`config.mk`:
```
export PLATFORM = sky130hd
export DESIGN_NAME = sh_core
export DESIGN_NICKNAME = d
export VERILOG_FILES = /design/src/rtl/sh_core_pkg.sv /design/src/rtl/sh_dec_if.sv /design/src/rtl/sh_decoder.sv /design/src/rtl/sh_regfile.sv /design/src/rtl/sh_alu.sv /design/src/rtl/sh_bus_lane.sv /design/src/rtl/sh_core.sv
export VERILOG_INCLUDE_DIRS = /design/src /design/src/rtl
export SDC_FILE = /design/constraint.sdc
export NUM_CORES = 2
export LEC_CHECK = 0
export BUFFER_PORTS_ARGS = -buffer_cell sky130_fd_sc_hd__buf_2
export CAP_MARGIN = 10
export CORE_MARGIN = 8
export CORE_UTILIZATION = 40
export DETAILED_ROUTE_END_ITERATION = 6
export GPL_ROUTABILITY_DRIVEN = 0
export HOLD_SLACK_MARGIN = 0.03
export PLACE_DENSITY = 0.52
export SLEW_MARGIN = 20
export SYNTH_ARGS = -nofsm -noshare
export SYNTH_HDL_FRONTEND = slang
export SYNTH_HIERARCHICAL = 1
export SYNTH_SLANG_ARGS = --single-unit
```
`constraint.sdc`:
```
create_clock -name CLK -period 6.3 [get_ports CLK]
set_input_delay 0 -clock CLK [delete_from_list [all_inputs] [get_ports CLK]]
set_output_delay 0 -clock CLK [all_outputs]
set_load 0.02 [all_outputs]
```
`src/rtl/sh_core_macros.svh`:
```
`ifndef SH_CORE_MACROS_SVH
`define SH_CORE_MACROS_SVH

//******************************
// Datapath widths
//******************************

// Data and address
`define SH_WORD_W 32

// One instruction slot
`define SH_INSTR_W 16

// Sixteen general registers
`define SH_REG_IDX_W 4

//******************************
// Fixed values
//******************************
`define SH_NOP 16'h0009
`define SH_RESET_PC 32'h0000_0000

`endif

```
`src/rtl/sh_core_pkg.sv`:
```
`include "sh_core_macros.svh"

package sh_core_pkg;

	//******************************
	// Vector types
	//******************************
	typedef logic [`SH_WORD_W-1:0] word_t;
	typedef logic [`SH_INSTR_W-1:0] instr_t;
	typedef logic [`SH_REG_IDX_W-1:0] reg_idx_t;

	// Bit 3 is the lane at address offset 0
	typedef logic [3:0] byte_en_t;

	//******************************
	// Enumerations
	//******************************
	typedef enum logic [2:0] {
		PASS,
		ADD,
		SUB,
		AND,
		OR,
		XOR,
		SHLL,
		SHLR
	} alu_op_e;

	// Same encoding as the size field of MOV.x
	typedef enum logic [1:0] {
		BYTE = 2'd0,
		WORD = 2'd1,
		LONG = 2'd2
	} mem_size_e;

	typedef enum logic [1:0] {
		FETCH,
		EXEC,
		MEM
	} core_state_e;

endpackage

```
`src/rtl/sh_dec_if.sv`:
```
`timescale 1ns/1ps

interface sh_dec_if;

	sh_core_pkg::reg_idx_t rn;
	sh_core_pkg::reg_idx_t rm;
	sh_core_pkg::word_t imm;
	logic use_imm;
	sh_core_pkg::alu_op_e alu_op;
	logic wr_rn;
	logic t_from_alu;
	logic t_to_rn;
	logic mem_rd;
	logic mem_wr;
	sh_core_pkg::mem_size_e mem_size;
	logic illegal;

	// Decoder side
	modport dec (
		output rn, rm, imm, use_imm, alu_op, wr_rn, t_from_alu, t_to_rn,
		output mem_rd, mem_wr, mem_size, illegal
	);

	// Execution control side
	modport exe (
		input rn, rm, imm, use_imm, alu_op, wr_rn, t_from_alu, t_to_rn,
		input mem_rd, mem_wr, mem_size, illegal
	);

endinterface

```
`src/rtl/sh_decoder.sv`:
```
`timescale 1ns/1ps
`include "sh_core_macros.svh"

module sh_decoder (
	input  sh_core_pkg::instr_t instr,
	sh_dec_if.dec               dec
);

	always_comb begin
		// Register fields sit at fixed positions
		dec.rn = instr[11:8];
		dec.rm = instr[7:4];
		dec.imm = {{(`SH_WORD_W-8){instr[7]}}, instr[7:0]};
		dec.use_imm = 1'b0;
		dec.alu_op = sh_core_pkg::PASS;
		dec.wr_rn = 1'b0;
		dec.t_from_alu = 1'b0;
		dec.t_to_rn = 1'b0;
		dec.mem_rd = 1'b0;
		dec.mem_wr = 1'b0;
		dec.mem_size = sh_core_pkg::LONG;
		dec.illegal = 1'b0;

		casez (instr)
			16'b1110_????_????_????: begin
				// MOV #imm,Rn
				dec.use_imm = 1'b1;
				dec.wr_rn = 1'b1;
			end
			16'b0111_????_????_????: begin
				dec.use_imm = 1'b1;
				dec.alu_op = sh_core_pkg::ADD;
				dec.wr_rn = 1'b1;
			end
			16'b0011_????_????_1100: begin
				dec.alu_op = sh_core_pkg::ADD;
				dec.wr_rn = 1'b1;
			end
			16'b0011_????_????_1000: begin
				dec.alu_op = sh_core_pkg::SUB;
				dec.wr_rn = 1'b1;
			end
			16'b0011_????_????_0000: dec.t_from_alu = 1'b1;
			16'b0010_????_????_1001: begin
				dec.alu_op = sh_core_pkg::AND;
				dec.wr_rn = 1'b1;
			end
			16'b0010_????_????_1011: begin
				dec.alu_op = sh_core_pkg::OR;
				dec.wr_rn = 1'b1;
			end
			16'b0010_????_????_1010: begin
				dec.alu_op = sh_core_pkg::XOR;
				dec.wr_rn = 1'b1;
			end
			16'b0100_????_0000_0000, 16'b0100_????_0000_0001: begin
				dec.alu_op = instr[0] ? sh_core_pkg::SHLR : sh_core_pkg::SHLL;
				dec.wr_rn = 1'b1;
				dec.t_from_alu = 1'b1;
			end
			16'b0000_????_0010_1001: begin
				dec.wr_rn = 1'b1;
				dec.t_to_rn = 1'b1;
			end
			16'b0010_????_????_0000, 16'b0010_????_????_0001, 16'b0010_????_????_0010: begin
				dec.mem_wr = 1'b1;
				dec.mem_size = sh_core_pkg::mem_size_e'(instr[1:0]);
			end
			16'b0110_????_????_0000, 16'b0110_????_????_0001, 16'b0110_????_????_0010: begin
				dec.mem_rd = 1'b1;
				dec.wr_rn = 1'b1;
				dec.mem_size = sh_core_pkg::mem_size_e'(instr[1:0]);
			end
			`SH_NOP: begin
			end
			default: dec.illegal = 1'b1;
		endcase
	end

endmodule

```
`src/rtl/sh_regfile.sv`:
```
`timescale 1ns/1ps
`include "sh_core_macros.svh"

module sh_regfile (
	input  logic                  CLK,
	input  logic                  RST_N,
	input  sh_core_pkg::reg_idx_t ra,
	input  sh_core_pkg::reg_idx_t rb,
	output sh_core_pkg::word_t    qa,
	output sh_core_pkg::word_t    qb,
	input  sh_core_pkg::reg_idx_t wn,
	input  sh_core_pkg::word_t    wd,
	input  logic                  we
);

	sh_core_pkg::word_t regs [2**`SH_REG_IDX_W];

	always_ff @(posedge CLK or negedge RST_N) begin
		if (!RST_N) begin
			for (int i = 0; i < 2**`SH_REG_IDX_W; i++) begin
				regs[i] <= '0;
			end
		end else if (we) begin
			regs[wn] <= wd;
		end
	end

	// Reads see the old value during a write
	assign qa = regs[ra];
	assign qb = regs[rb];

endmodule

```
`src/rtl/sh_alu.sv`:
```
`timescale 1ns/1ps

module sh_alu (
	input  sh_core_pkg::alu_op_e op,
	input  sh_core_pkg::word_t   a,
	input  sh_core_pkg::word_t   b,
	output sh_core_pkg::word_t   res,
	output logic                 t_out
);

	//******************************
	// Result
	//******************************
	always_comb begin
		case (op)
			sh_core_pkg::ADD:  res = a + b;
			sh_core_pkg::SUB:  res = a - b;
			sh_core_pkg::AND:  res = a & b;
			sh_core_pkg::OR:   res = a | b;
			sh_core_pkg::XOR:  res = a ^ b;
			sh_core_pkg::SHLL: res = {a[30:0], 1'b0};
			sh_core_pkg::SHLR: res = {1'b0, a[31:1]};
			default:           res = b;
		endcase
	end

	//******************************
	// T flag
	//******************************
	always_comb begin
		case (op)
			// Bit shifted out
			sh_core_pkg::SHLL: t_out = a[31];
			sh_core_pkg::SHLR: t_out = a[0];
			// CMP/EQ
			default:           t_out = (a == b);
		endcase
	end

endmodule

```
`src/rtl/sh_bus_lane.sv`:
```
`timescale 1ns/1ps

module sh_bus_lane (
	input  sh_core_pkg::word_t     addr,
	input  sh_core_pkg::mem_size_e size,
	input  sh_core_pkg::word_t     wdata,
	input  sh_core_pkg::word_t     rword,
	output sh_core_pkg::word_t     bus_do,
	output sh_core_pkg::byte_en_t  ba,
	output sh_core_pkg::word_t     rdata
);

	//******************************
	// Store side
	//******************************
	always_comb begin
		case (size)
			sh_core_pkg::BYTE: begin
				bus_do = {4{wdata[7:0]}};
				ba = 4'b1000 >> addr[1:0];
			end
			sh_core_pkg::WORD: begin
				bus_do = {2{wdata[15:0]}};
				ba = addr[1] ? 4'b0011 : 4'b1100;
			end
			default: begin
				bus_do = wdata;
				ba = 4'b1111;
			end
		endcase
	end

	//******************************
	// Load side
	//******************************
	always_comb begin
		logic [7:0] lane_b;
		logic [15:0] lane_h;

		// Big endian with offset 0 in the top byte
		lane_b = rword[8 * (3 - addr[1:0]) +: 8];
		lane_h = addr[1] ? rword[15:0] : rword[31:16];

		case (size)
			sh_core_pkg::BYTE: rdata = {{24{lane_b[7]}}, lane_b};
			sh_core_pkg::WORD: rdata = {{16{lane_h[15]}}, lane_h};
			default:           rdata = rword;
		endcase
	end

endmodule

```
`src/rtl/sh_core.sv`:
```
`timescale 1ns/1ps
`include "sh_core_macros.svh"

module sh_core (
	input  logic                  CLK,
	input  logic                  RST_N,
	output sh_core_pkg::word_t    bus_a,
	input  sh_core_pkg::word_t    bus_di,
	output sh_core_pkg::word_t    bus_do,
	output logic                  bus_wr,
	output sh_core_pkg::byte_en_t bus_ba,
	output logic                  bus_req,
	input  logic                  bus_wait,
	output logic                  ili
);

	sh_core_pkg::core_state_e state;
	sh_core_pkg::word_t pc;
	sh_core_pkg::instr_t ir;
	logic t_bit;

	sh_core_pkg::word_t rn_q;
	sh_core_pkg::word_t rm_q;
	sh_core_pkg::word_t rf_wd;
	logic rf_we;

	sh_core_pkg::word_t alu_b;
	sh_core_pkg::word_t alu_res;
	logic alu_t;

	sh_core_pkg::word_t mem_addr;
	sh_core_pkg::word_t ld_data;
	sh_core_pkg::byte_en_t lane_ba;

	sh_dec_if dec_bus ();

	sh_decoder decoder_i (
		.instr(ir),
		.dec  (dec_bus)
	);

	sh_regfile regfile_i (
		.CLK  (CLK),
		.RST_N(RST_N),
		.ra   (dec_bus.rn),
		.rb   (dec_bus.rm),
		.qa   (rn_q),
		.qb   (rm_q),
		.wn   (dec_bus.rn),
		.wd   (rf_wd),
		.we   (rf_we)
	);

	assign alu_b = dec_bus.use_imm ? dec_bus.imm : rm_q;

	sh_alu alu_i (
		.op   (dec_bus.alu_op),
		.a    (rn_q),
		.b    (alu_b),
		.res  (alu_res),
		.t_out(alu_t)
	);

	// Loads address through Rm, stores through Rn
	assign mem_addr = dec_bus.mem_rd ? rm_q : rn_q;

	sh_bus_lane bus_lane_i (
		.addr  (mem_addr),
		.size  (dec_bus.mem_size),
		.wdata (rm_q),
		.rword (bus_di),
		.bus_do(bus_do),
		.ba    (lane_ba),
		.rdata (ld_data)
	);

	//******************************
	// Execution FSM
	//******************************
	always_ff @(posedge CLK or negedge RST_N) begin
		if (!RST_N) begin
			state <= sh_core_pkg::FETCH;
			pc <= `SH_RESET_PC;
			ir <= `SH_NOP;
			t_bit <= 1'b0;
		end else begin
			case (state)
				sh_core_pkg::FETCH: if (!bus_wait) begin
					ir <= pc[1] ? bus_di[15:0] : bus_di[31:16];
					state <= sh_core_pkg::EXEC;
				end
				sh_core_pkg::EXEC: begin
					pc <= pc + 32'd2;
					if (dec_bus.t_from_alu) t_bit <= alu_t;
					state <= (dec_bus.mem_rd || dec_bus.mem_wr) ? sh_core_pkg::MEM
						: sh_core_pkg::FETCH;
				end
				sh_core_pkg::MEM: if (!bus_wait) state <= sh_core_pkg::FETCH;
				default: state <= sh_core_pkg::FETCH;
			endcase
		end
	end

	// Writeback in EXEC, or at load completion
	assign rf_we = (state == sh_core_pkg::EXEC && dec_bus.wr_rn && !dec_bus.mem_rd) ||
		(state == sh_core_pkg::MEM && dec_bus.mem_rd && !bus_wait);
	assign rf_wd = dec_bus.mem_rd ? ld_data :
		dec_bus.t_to_rn ? {{(`SH_WORD_W-1){1'b0}}, t_bit} : alu_res;

	//******************************
	// Bus drive
	//******************************
	assign bus_req = (state != sh_core_pkg::EXEC);
	assign bus_a = (state == sh_core_pkg::MEM) ? mem_addr : pc;
	assign bus_wr = (state == sh_core_pkg::MEM) && dec_bus.mem_wr;
	assign bus_ba = (state == sh_core_pkg::MEM) ? lane_ba : 4'b1111;

	assign ili = (state == sh_core_pkg::EXEC) && dec_bus.illegal;

endmodule

```
Word level (Yosys, flattened, before mapping). Cells that the tools add are included.

Flip-flop bits (word level): 563. Output and inout bits: 71.

Add/sub/neg operators: 4. Order comparisons: 3. Equality and inequality tests: 32. Shift operators: 2. Mux-type cells: 37. Bitwise operators: 6. Reductions and logical operators: 25.

Operators with widths (count): bitwise mux 512 bit (1); two-way mux 32 bit (10); binary-select mux 32 bit (select 4 bit) (2); one-hot mux 32 bit (7 select lines) (1); demux 32 bit (select 4 bit) (1); one-hot mux 32 bit (2 select lines) (2); == test 8 x 6 -> 1 bit, second input constant (9); indexed part select 32 x 33 -> 8 bit (1); adder 32 x 2 -> 32 bit, second input constant (1); adder 32 bit (1); AND 32 bit (1); == test 32 bit (1); two-way mux 16 bit (2); OR 32 bit (1); subtractor 32 bit (1); XOR 32 bit (1); == test 12 x 11 -> 1 bit, second input constant (2); == test 8 x 7 -> 1 bit, second input constant (3); one-hot mux 3 bit (6 select lines) (1); OR reduction 18 bit (1); == test 16 x 4 -> 1 bit, second input constant (1); OR reduction 13 bit (1); == test 12 x 6 -> 1 bit, second input constant (1); == test 3 bit, second input constant (4); 28 further kinds (59).

Logic depth before layout (Yosys ltp).
Word-level depth: 10. Depth in mapped cells: 22. Mapped depth without buffers: 18.

Cells and area by module. The synthesis kept the hierarchy.

Modules (own cells, without submodules): sh_regfile (times used 1, cells an instance 1676, area an instance 26457.9 um2); sh_alu (times used 1, cells an instance 946, area an instance 6326.1 um2); sh_core (times used 1, cells an instance 365, area an instance 3766.1 um2); sh_bus_lane (times used 1, cells an instance 161, area an instance 1178.6 um2); sh_decoder (times used 1, cells an instance 87, area an instance 596.8 um2).

Least setup slack after synthesis. Ideal clock, no wire load.

Path kind: reg2reg. From: register ir[7]. To: register regfile_i/regs[286] in the netlist's numbering. Data arrival time: 5.104 ns. Data required time: 6.235 ns. Setup slack: 1.131 ns. Cell stages (with the launch flop): 23. Buffers on the path: 4. Clock period less this slack: 5.169 ns. Cells stage by stage: dfrtp_1 -> buf_4 -> nor2b_1 -> clkbuf_1 -> clkbuf_1 -> a22oi_1 -> nand2_1 -> mux2_2 -> ha_1 -> inv_1 -> fa_1 -> nor2b_1 -> o2111ai_2 -> a311oi_2 -> a41oi_2 -> nor4_1 -> nor3_1 -> o31a_1 -> o22ai_1 -> nand2b_1 -> o21ai_0 -> clkbuf_1 -> mux2_2.

Word-level cells in the longest chain between the ends: 10. Elaborated cells between the ends (all ways): 37.

Ends and longest elaborated chain: start: declaration (line sh_core.sv:19) `sh_core_pkg::instr_t ir;`; start signal: assignment (line sh_core.sv:84) `` ir <= `SH_NOP; ``; start signal: assignment (line sh_core.sv:89) `ir <= pc[1] ? bus_di[15:0] : bus_di[31:16];`; inverter 4 -> 5 bit (implied by the code) * (line sh_regfile.sv:30) `assign qb = regs[rb];`; binary-select mux 32 bit (select 4 bit) * (line sh_regfile.sv:30); two-way mux 32 bit (implied by the code) * (2 in series) (line sh_regfile.sv:30); named net rm_q[0] (line sh_core.sv:23) `sh_core_pkg::word_t rm_q;`; two-way mux 32 bit * (line sh_core.sv:54) `assign alu_b = dec_bus.use_imm ? dec_bus.imm : rm_q;`; named net alu_b[0] (line sh_core.sv:27) `sh_core_pkg::word_t alu_b;`; subtractor 32 bit / adder 32 bit (equally long branches) (line sh_alu.sv:17, sh_alu.sv:16); one-hot mux 32 bit (7 select lines) * (line sh_alu.sv:15) `case (op)`; named net alu_res[30] (line sh_core.sv:28) `sh_core_pkg::word_t alu_res;`; two-way mux 32 bit * (line sh_core.sv:108) `` dec_bus.t_to_rn ? {{(`SH_WORD_W-1){1'b0}}, t_bit} : alu_res; ``; two-way mux 32 bit * (line sh_core.sv:107) `assign rf_wd = dec_bus.mem_rd ? ld_data :`; named net rf_wd[30] (line sh_core.sv:24) `sh_core_pkg::word_t rf_wd;`; bitwise mux 512 bit * (line sh_regfile.sv:24) `regs[wn] <= wd;`; end signal: indexed assignment (line sh_regfile.sv:24); end: declaration (line sh_regfile.sv:16) `` sh_core_pkg::word_t regs [2**`SH_REG_IDX_W]; ``.

The timed path passes the listed nets; every way through them passes the cells marked *. The select of a mux whose other input is x is not followed. A chain may end at the register's enable or synchronous reset.

Final worst setup path.
From: register ir[7]. To: register regfile_i/regs[217] in the netlist's numbering.

Same word-level chain as after synthesis.

==> results.md <==
* Total Wirelength at around 140 mm
* Worst Setup End Kind: register
* CP Launch Type: register
* H-Tree Depth at 3
* 1st-pass router iterations at 6
* DP HPWL at between 100 and 150 mm
* Register area share after synthesis at between 30% and 40%
* # rows at 113
* Outcome: complete, no violations
* Crit path kind: register to register
* Post-Syn Area at 0.0383 mm2
* Port Buffer Count at between 100 and 150
* Die area at between 0.1 and 0.15 mm2
* Minimum clock period at roughly 6.0 ns
* Critical path capture point: regfile_i/regs[217]$_DFFE_PN0P_
* Worst EP required at between 6 and 7 ns
* Final nets at 3425
* LEAKAGE at between 15 and 20 nW
* Finished Layout Cells at 4598
* Fmax at 0.165 GHz
* R2R Path End: regfile_i/regs[217]$_DFFE_PN0P_
* Initial antenna violation count at 4
* Peak VDD IR at 0.000217 V
* Most common cell after layout, fill and taps aside: mux2_2
* Worst Tran Pin Value at 1.09 ns
* All-layer global routing usage at approximately a quarter
* # DRC at 0
* Synth Area per Inst at around 12 um2
* 1st-iter DRT viols at 3407
* Vias in the first global route at 30800
* Worst-path clk slew at about 0.060 ns
* Later-pin clock latency in the skew report at 0.63 ns
* Die Ht at 326 um
* EDFF count, synth at 0
* Crit Path Max Fanout at 16
* Starting Density at 40.3%
* R2R Path Start: ir[7]$_DFFE_PN0P_
* Post-synth cell types at 99
* Final setup TNS at 0 ns
* CP Launch Point: ir[7]$_DFFE_PN0P_
* Placed Instances at 4444
* Synth warn at 6
* Placed Area at 0.0406 mm2
* Via count at 29500
* Worst slew margin at a little over a quarter
* Yosys reg bits at 562
* TritonCTS Buffers at 67
* Reg-to-reg setup timing slack at 0.26 ns
* # IOs at 106
* RSZ-0062 raised after global routing: no
* Top_reg_cell synth: dfrtp_1
* Design area at roughly 0.043 mm2
* # clock sinks at 562
* # Max-Cap Violations at 0
* Die width at between 300 and 400 um
* Slew Limit Fails at 0
* Cells after Synth at 3235
* First-pass GRT wire length at 211 mm
* Clock buffer depth at 3
* Worst EP arrival at 6.58 ns
* Synthesized Nets at 3377
* Final hold viol count at 0
* Tcrit/Tclk final at a little over nine tenths
* P&R area growth vs syn at 12.7%
* Total chip power at 0.0196 W
* Commonest non-fill, non-tap cells in the layout: mux2_2 (591), dfrtp_1 (556), mux4_2 (264)
* Grt ovf at 0
* R2R cell count at 18
* CTS tree: yes
* Largest net degree at the start of global routing at 159
* Worst hold path type: primary input to asynchronous set/reset pin
* Final setup vio count at 0
* Post-DRT Antenna Nets at 0
* Post-synth ARST share at 100%
* Share of cells above drive strength 1 at roughly 39%
* WL/cell at 31.3 um
* PD cells at 453 mW/mm2
* Via/cell ratio at 6.42
* Root buf cell: clkbuf_16
* Worst Clk Skew at 0.0390 ns
* Core Area at 0.0950 mm2
worst max-delay path, stage by stage, from the launching register on:
cell and delay [ns]:
dfrtp_1 0.53, nor2b_4 0.75, buf_4 0.36, buf_4 0.27, a22oi_1 0.12, nand2_1 0.36
mux2_2 0.29, inv_1 0.06, ha_1 0.53, inv_1 0.15, o21bai_1 0.21, nor2_1 0.09
a211o_1 0.36, or2_1 0.32, a21oi_1 0.24, a221oi_1 0.12, a211oi_1 0.19, a22o_1 0.66
mux2_2 0.29
how the worst min path moves through the flow:
stage                from                              end  slack, ns
floorplan           RST_N               ir[10]$_DFFE_PN0P_      -0.30
global placement    RST_N  regfile_i/regs[355]$_DFFE_PN0P_       0.09
detailed placement  RST_N  regfile_i/regs[323]$_DFFE_PN0P_       0.11
CTS                 RST_N  regfile_i/regs[323]$_DFFE_PN0P_       0.04
global route        RST_N  regfile_i/regs[323]$_DFFE_PN0P_       0.09
finish              RST_N  regfile_i/regs[323]$_DFFE_PN0P_      0.004
per-layer routing:
| metal | share of wire [%] | wire length, um | vias to the layer above | track usage, % |
|---|---|---|---|---|
| met5 | 0 | 0 | - | 0 |
| met4 | 5.9 | 8430 | 0 | 13.6 |
| met3 | 8.1 | 11700 | 401 | 5.54 |
| met2 | 45 | 65300 | 1420 | 41.6 |
| met1 | 41 | 58400 | 15400 | 34.3 |
| li1 | - | - | 12300 | - |
cells in the mapped netlist, drive strengths merged, types with 6 or more instances:
master  number  share of area [%]
a211oi      17               0.33
a21o        15               0.29
a21oi      138                1.8
a221o       18               0.47
a221oi      19               0.48
a22o        37               0.85
a22oi      151                3.0
a311oi       6               0.15
a31oi       13               0.21
and2        13               0.21
and3        10               0.16
buf        176                2.6
clkbuf     145                1.4
dfrtp      560                 37
ha         105                3.4
inv        118                1.2
mux2       638                 19
mux2i       47                1.2
mux4       264                 16
nand2      173                1.7
nand2b      13               0.21
nand3       36               0.50
nand3b       6               0.12
nand4       21               0.38
nor2       121                1.2
nor2b       42               0.69
nor3        29               0.43
nor4        12               0.24
o211ai      11               0.22
o21a        13               0.25
o21ai       84                1.1
o21bai      14               0.28
o221ai      12               0.32
o22ai       13               0.21
o31ai       11               0.23
or2          9               0.15
or3          9               0.15
xnor2       40               0.91
xor2         6               0.14
metrics by stage:
stage                     utilization [%]  setup WS, ns  hold slack, ns
final                                45.5         0.257         0.00413
after global routing                 45.5        0.0777          0.0934
after CTS                            45.4         0.312          0.0431
after detailed placement             42.7         0.336           0.106
after global placement               42.7         0.348          0.0866
after floorplan                         -          1.13          -0.296
sequential cells by signal, indices dropped and copies added, names as in the netlist:
name / cells
regfile_i/regs: 512
pc: 31
t_bit: 1
state: 2
ir: 16
power breakdown:
group	switching (W)	internal (W)
Sequential	0.000749	0.00445
Combinational	0.00626	0.00413
Clock	0.00162	0.00237
Total	0.00863	0.0110
final cells by class:
| class | count | area, um2 |
|---|---|---|
| Tap cell | 1265 | 1580 |
| Inverter | 120 | 450 |
| Fill cell | 8662 | 51800 |
| Timing Repair Buffer | 300 | 2430 |
| Multi-Input combinational cell | 2232 | 22400 |
| Clock buffer | 100 | 2000 |
| Antenna cell | 2 | 5.00 |
| Sequential cell | 562 | 14100 |
| Clock inverter | 17 | 235 |
kinds of logic (layout without fill, tap and decap cells):
kind of cell    count (synthesis)  after routing  synth area share (%)
fa+ha+maj                     107            107                  3.53
buf+inv                       441            537                  5.24
xor+xnor                       46             46                  1.05
simple gates                  514            514                  6.57
mux                           949            949                  35.5
compound gates                616            616                  11.4
other cells                     0              2                     0
flops                         562            562                  36.7
what timing repair did:
item                       4_1_cts  5_1_grt
resized for setup                0        1
hold buffers                    34        0
buffers inserted                 0        1
hold endpoints to repair       116        0
setup endpoints to repair        0       61
Note: power is estimated with default switching activity, not from simulation.
